==> config.mk <==
export PLATFORM = sky130hd
export DESIGN_NAME = ring_ckpt_ctrl
export DESIGN_NICKNAME = d
export VERILOG_FILES = /design/src/ring_ckpt_pkg.sv /design/src/ring_ckpt_ctrl.sv
export SDC_FILE = /design/constraint.sdc
export NUM_CORES = 1
export LEC_CHECK = 0
export BUFFER_PORTS_ARGS = -buffer_cell sky130_fd_sc_hd__buf_2
export CAP_MARGIN = 20
export CELL_PAD_IN_SITES_DETAIL_PLACEMENT = 0
export CELL_PAD_IN_SITES_GLOBAL_PLACEMENT = 1
export CORE_ASPECT_RATIO = 0.75
export CORE_MARGIN = 8
export CORE_UTILIZATION = 33
export CTS_CLUSTER_SIZE = 30
export DETAILED_ROUTE_END_ITERATION = 16
export PLACE_DENSITY = 0.86
export SYNTH_ARGS = -nofsm -noshare
export SYNTH_HDL_FRONTEND = slang
export SYNTH_SLANG_ARGS = --single-unit
==> constraint.sdc <==
create_clock -name clk -period 2.2 [get_ports clk]
set_input_delay 0.55 -clock clk [delete_from_list [all_inputs] [get_ports clk]]
set_output_delay 0.55 -clock clk [all_outputs]
set_load 0.05 [all_outputs]
==> src/ring_ckpt_pkg.sv <==
`default_nettype none

package ring_ckpt_pkg;

    // ~~~~~~~~~~~~~~~~~~~~~~~~~~~~~~
    // Sizes
    // ~~~~~~~~~~~~~~~~~~~~~~~~~~~~~~
    localparam int RING_DEPTH = 128;
    localparam int RING_AW    = 7;
    localparam int PAGE_COUNT = 16;
    localparam int PAGE_AW    = 4;
    localparam int BYTE_W     = 8;

    // Entry i comes out of reset as RESET_BASE + i
    localparam int RESET_BASE = 32;

    // ~~~~~~~~~~~~~~~~~~~~~~~~~~~~~~
    // Command format
    // ~~~~~~~~~~~~~~~~~~~~~~~~~~~~~~
    typedef enum logic [1:0] {
        OP_PUSH    = 2'd0,
        OP_SAVE    = 2'd1,
        OP_RESTORE = 2'd2
    } ring_op_e;

    typedef struct packed {
        logic [BYTE_W-PAGE_AW-1:0] rsvd;
        logic [PAGE_AW-1:0]        page;
    } ring_page_t;

    // Data byte for a push, page number for save and restore
    typedef union packed {
        logic [BYTE_W-1:0] data;
        ring_page_t        pg;
    } ring_arg_u;

    typedef struct packed {
        ring_op_e  op;
        ring_arg_u arg;
    } ring_cmd_t;

    // ~~~~~~~~~~~~~~~~~~~~~~~~~~~~~~
    // Internal ports
    // ~~~~~~~~~~~~~~~~~~~~~~~~~~~~~~
    typedef struct packed {
        logic               we;
        logic [RING_AW-1:0] addr;
        logic [BYTE_W-1:0]  wdata;
    } live_copy_t;

    typedef struct packed {
        logic               we;
        logic [PAGE_AW-1:0] page;
        logic [RING_AW-1:0] addr;
        logic [BYTE_W-1:0]  wdata;
    } shadow_acc_t;

endpackage

`default_nettype wire

==> src/ring_ckpt_ctrl.sv <==
`timescale 1ns/1ps
`default_nettype none

module ring_ckpt_ctrl
    import ring_ckpt_pkg::*;
(
    input  wire               clk,
    input  wire               reset,
    input  wire               cmd_valid,
    input  wire ring_cmd_t    cmd,
    output logic              push,
    output logic [BYTE_W-1:0] push_data,
    output live_copy_t        live_copy,
    input  wire [BYTE_W-1:0]  live_rdata,
    output shadow_acc_t       shadow_acc,
    input  wire [BYTE_W-1:0]  shadow_rdata,
    output logic              busy,
    output logic              done
);

    typedef enum logic [1:0] {
        ST_IDLE,
        ST_SAVE,
        ST_RESTORE
    } state_e;

    state_e             state;
    logic [RING_AW-1:0] step;
    logic [RING_AW-1:0] step_d;
    logic [PAGE_AW-1:0] page_q;
    logic               arm;
    logic               arm_restore;
    logic               tail;
    logic               take;
    logic               last_step;

    assign busy      = (state != ST_IDLE);
    // A copy that is armed but not yet running still blocks new commands
    assign take      = cmd_valid && !busy && !arm;
    assign last_step = (step == RING_AW'(RING_DEPTH - 1));

    // ~~~~~~~~~~~~~~~~~~~~~~~~~~~~~~
    // Command decode
    // ~~~~~~~~~~~~~~~~~~~~~~~~~~~~~~
    always_ff @(posedge clk or posedge reset) begin
        if (reset) begin
            push        <= 1'b0;
            arm         <= 1'b0;
            arm_restore <= 1'b0;
        end else begin
            push <= 1'b0;
            arm  <= 1'b0;
            if (take) begin
                case (cmd.op)
                    OP_PUSH: begin
                        push <= 1'b1;
                    end
                    OP_SAVE, OP_RESTORE: begin
                        arm         <= 1'b1;
                        arm_restore <= (cmd.op == OP_RESTORE);
                    end
                    default: begin
                    end
                endcase
            end
        end
    end

    always_ff @(posedge clk) begin
        if (take && cmd.op == OP_PUSH) begin
            push_data <= cmd.arg.data;
        end
        if (take && (cmd.op == OP_SAVE || cmd.op == OP_RESTORE)) begin
            page_q <= cmd.arg.pg.page;
        end
        // Restore writes trail the bank read address by one cycle
        step_d <= step;
    end

    // ~~~~~~~~~~~~~~~~~~~~~~~~~~~~~~
    // Copy sequencer
    // ~~~~~~~~~~~~~~~~~~~~~~~~~~~~~~
    always_ff @(posedge clk or posedge reset) begin
        if (reset) begin
            state <= ST_IDLE;
            step  <= '0;
            tail  <= 1'b0;
            done  <= 1'b0;
        end else begin
            done <= 1'b0;
            case (state)
                ST_IDLE: begin
                    if (arm) begin
                        state <= arm_restore ? ST_RESTORE : ST_SAVE;
                    end
                end
                ST_SAVE: begin
                    step <= step + 1'b1;
                    if (last_step) begin
                        state <= ST_IDLE;
                        done  <= 1'b1;
                    end
                end
                ST_RESTORE: begin
                    if (tail) begin
                        // Last ring write lands in this cycle
                        tail  <= 1'b0;
                        state <= ST_IDLE;
                        done  <= 1'b1;
                    end else begin
                        step <= step + 1'b1;
                        if (last_step) begin
                            tail <= 1'b1;
                        end
                    end
                end
                default: begin
                    state <= ST_IDLE;
                end
            endcase
        end
    end

    // Step wraps to zero in the tail cycle, so every restore cycle but the first writes
    always_comb begin
        shadow_acc.we    = (state == ST_SAVE);
        shadow_acc.page  = page_q;
        shadow_acc.addr  = step;
        shadow_acc.wdata = live_rdata;

        live_copy.we    = (state == ST_RESTORE) && (tail || step != '0);
        live_copy.addr  = (state == ST_RESTORE) ? step_d : step;
        live_copy.wdata = shadow_rdata;
    end

endmodule

`default_nettype wire

==> flow_metrics.py <==
metrics = {
    "clock_network": {
        "cts_tree": "built",
        "clk_latency_ns": 0.28,
        "cts_max_level": 2,
        "cts_inserted_buffers": 5,
        "clock-sinks": 33,
        "clock-root-buffer": "clkbuf_8",
        "cts.clk_slew.worst_paths_ns": 0.07,
        "cts_hold_buf": 0,
        "cts.path.max_buffers": 2,
    },
    "logic_synthesis": {
        "synth_edf_count": 12,
        "ys.flop_type": "dfrtp_1",
        "synth_top_cell_by_area": "edfxtp_1",
        "synth_top_area_share_pct": 24.2,
        "synth_area_per_cell_um2": 12.6,
        "yosysSeqAreaShare_pct": 57.1,
        "yosys-top-cells-count": "16 x buf_4, 14 x dfrtp_1, 12 x edfxtp_1",
        "async_flop_share_pct": 42.4,
        "synthesis.instances": 118,
        "ys_warn_count": 0,
        "syn_area_mm2": 0.00149,
        "ys_top_cells_by_area": "edfxtp_1 24%, dfrtp_1 24%, dfxtp_1 9.4%",
        "synth.most_common_cell": "buf_4",
        "ys_seq_elements": 33,
        "synth.distinct_cells": 30,
        "syn_nets": 154,
    },
    "timing": {
        "relSlewSlack_pct": 61.9,
        "period_needed_ns": 2.08,
        "final.setup_skew_ns": 0.00421,
        "slew_viol_final": 0,
        "max_clock_freq_mhz": 482,
        "min_period_over_period_pct": 94.3,
        "worst_slack_ns": 0.125,
        "hold_violations": 0,
        "worstMarginPinSlew_ns": 0.572,
        "rsz0062_at_grt": "false",
        "setup_viol": 0,
        "tns_ns": 0,
    },
    "worst_setup_path": {
        "critPathLaunchType": "register",
        "cp_max_fo": 8,
        "critical-path-top-delay-family": "buffers and inverters",
        "path_cells": "ha_4 > clkbuf_4 > o21ai_1 > buf_2",
        "r2r_start": "state[1]",
        "critical_path_class": "reg2out",
        "r2r_slack_ns": 0.31,
        "path_buf_inv": 2,
        "slowest_delay_ns": 0.42,
        "arrival_ns": 1.53,
        "worst_path_max_delay_cell": "dfrtp_1",
        "worstSetupEndpointType": "output port",
        "reg2reg_depth": 5,
        "worstReg2RegEnd": "arm_restore",
        "worstSetupStartpoint": "state[1]",
        "cp.depth": 4,
        "crit_end": "live_copy[8]",
        "critPathRequiredTime_ns": 1.65,
    },
    "global_routing": {
        "grt_pass1_wl_mm": 4.64,
        "grt_overflow_total": 0,
        "grt_pass1_vias": 939,
        "track_usage_pct": 8.59,
        "grt_max_degree": 15,
        "antenna_found_initial": 0,
    },
    "floorplanning": {
        "pin_count": 76,
        "coreArea_mm2": 0.00441,
        "rows": 21,
        "initial_core_util_pct": 33.8,
        "fp.dieArea_mm2": 0.00694,
        "fp.dieW_um": 93.6,
        "dieHeight_um": 74.2,
    },
    "detailed_routing": {
        "drt_wl_total_mm": 3.04,
        "vias_per_cell": 4.48,
        "dr.pass1.iters": 4,
        "wl_per_cell_um": 14.6,
        "drt-initial-drc-count": 67,
        "postRouteAntennaNets": 0,
        "drc": 0,
        "vias": 932,
    },
    "run": {
        "cap_violations": 0,
    },
    "hold_path": {
        "min_path_type": "in2async",
    },
    "cells_and_area": {
        "drive_above_1_share_pct": 41.1,
        "fillers": 448,
        "nNetsFinal": 186,
        "area_delta_synth_final_pct": 18.3,
        "num_antenna_cells": 0,
    },
    "placement": {
        "portBuffers": 43,
        "dp_worst_setup_slack_ns": 0.0768,
        "dpl.hpwl_mm": 2.30,
        "finalWeightedCongestion": 0.726,
    },
    "power": {
        "power_density_mw_per_mm2": 1530,
        "power.leakage_uw": 0.000824,
        "ir_worst_vdd_v": 0.000839,
    },
    "outcome": {
        "outcome": "completed",
    },
}
worst min path at each step:
stage                     end    start  cells past startpoint  slack, ns
finish                   push    reset                      2       0.31
detailed placement  step_d[0]  step[0]                      0       0.43
global placement    step_d[0]  step[0]                      0       0.43
global route             push    reset                      2       0.35
CTS                      done    reset                      2       0.33
floorplan                 arm    reset                      1       0.44
state kept, by name (all words and copies together), names as in the netlist, 2 cells and up:
register and count:
state 2, page_q 4, step_d 7, push_data 8
step 7
per-layer routing:
metal | global-route usage (%) | vias to the layer above | wire, um
li1 | - | 448 | -
met5 | 0 | - | 0
met2 | 13.7 | 27 | 1440
met1 | 10.0 | 440 | 1260
met4 | 5.60 | 0 | 90
met3 | 2.52 | 17 | 244
where the power goes:
group | internal [uW] | switching [uW] | leakage [uW]
logic | 368 | 943 | 0.000433
clock network | 213 | 207 | 0.0000430
registers | 804 | 165 | 0.000348
total | 1380 | 1310 | 0.000824
metrics by stage:
step                      hold WS (ns)  utilization [%]  area (um^2)  std cells  total power, uW
final                            0.314             39.9         1760        208             2700
after global routing             0.353             39.9         1760        208             2860
after floorplan                  0.439                -         1500        118             2050
after CTS                        0.333             39.6         1750        207             2710
after global placement           0.427             37.5         1660        199             2240
after detailed placement         0.429             37.5         1660        199             2260
final cells by class:
type / count / area (um^2) / area share (%)
sequential: 33 / 851 / 48.3
multi-input combinational: 55 / 485 / 27.5
timing repair buffer: 45 / 236 / 13.4
tap: 57 / 71.3 / 4.05
clock buffer: 5 / 68.8 / 3.90
inverter: 10 / 37.5 / 2.13
clock inverter: 3 / 12.5 / 0.710
kinds of logic (layout without fill, tap and decap cells):
group / after synthesis / count (layout) / synth area share, %
buf+inv: 30 / 63 / 11.7
compound gates: 7 / 7 / 4.53
mux: 9 / 9 / 6.63
flops: 33 / 33 / 57.1
simple gates: 26 / 26 / 10.7
xor+xnor: 6 / 6 / 3.53
fa+ha+maj: 7 / 7 / 5.88
cell usage in the layout, fill, tap and decap left out, drive strengths merged, types with 3 or more instances in the layout:
cell type,Yosys,layout
nor2b,3,3
ha,7,7
edfxtp,12,12
xor2,5,5
clkbuf,3,6
dfrtp,14,14
mux2,7,7
o21ai,3,3
nor3,3,3
dfxtp,7,7
buf,17,44
nor2,3,3
nand2,5,5
clkinv,0,3
inv,10,10
repair_timing:
| action | 4_1_cts | 5_1_grt |
|---|---|---|
| setup endpoints to repair | 8 | 6 |
| resized for setup | 2 | 5 |
| pin swaps | 1 | 0 |
| setup buffers | 0 | 1 |
Power figures use the tool's default switching activity.
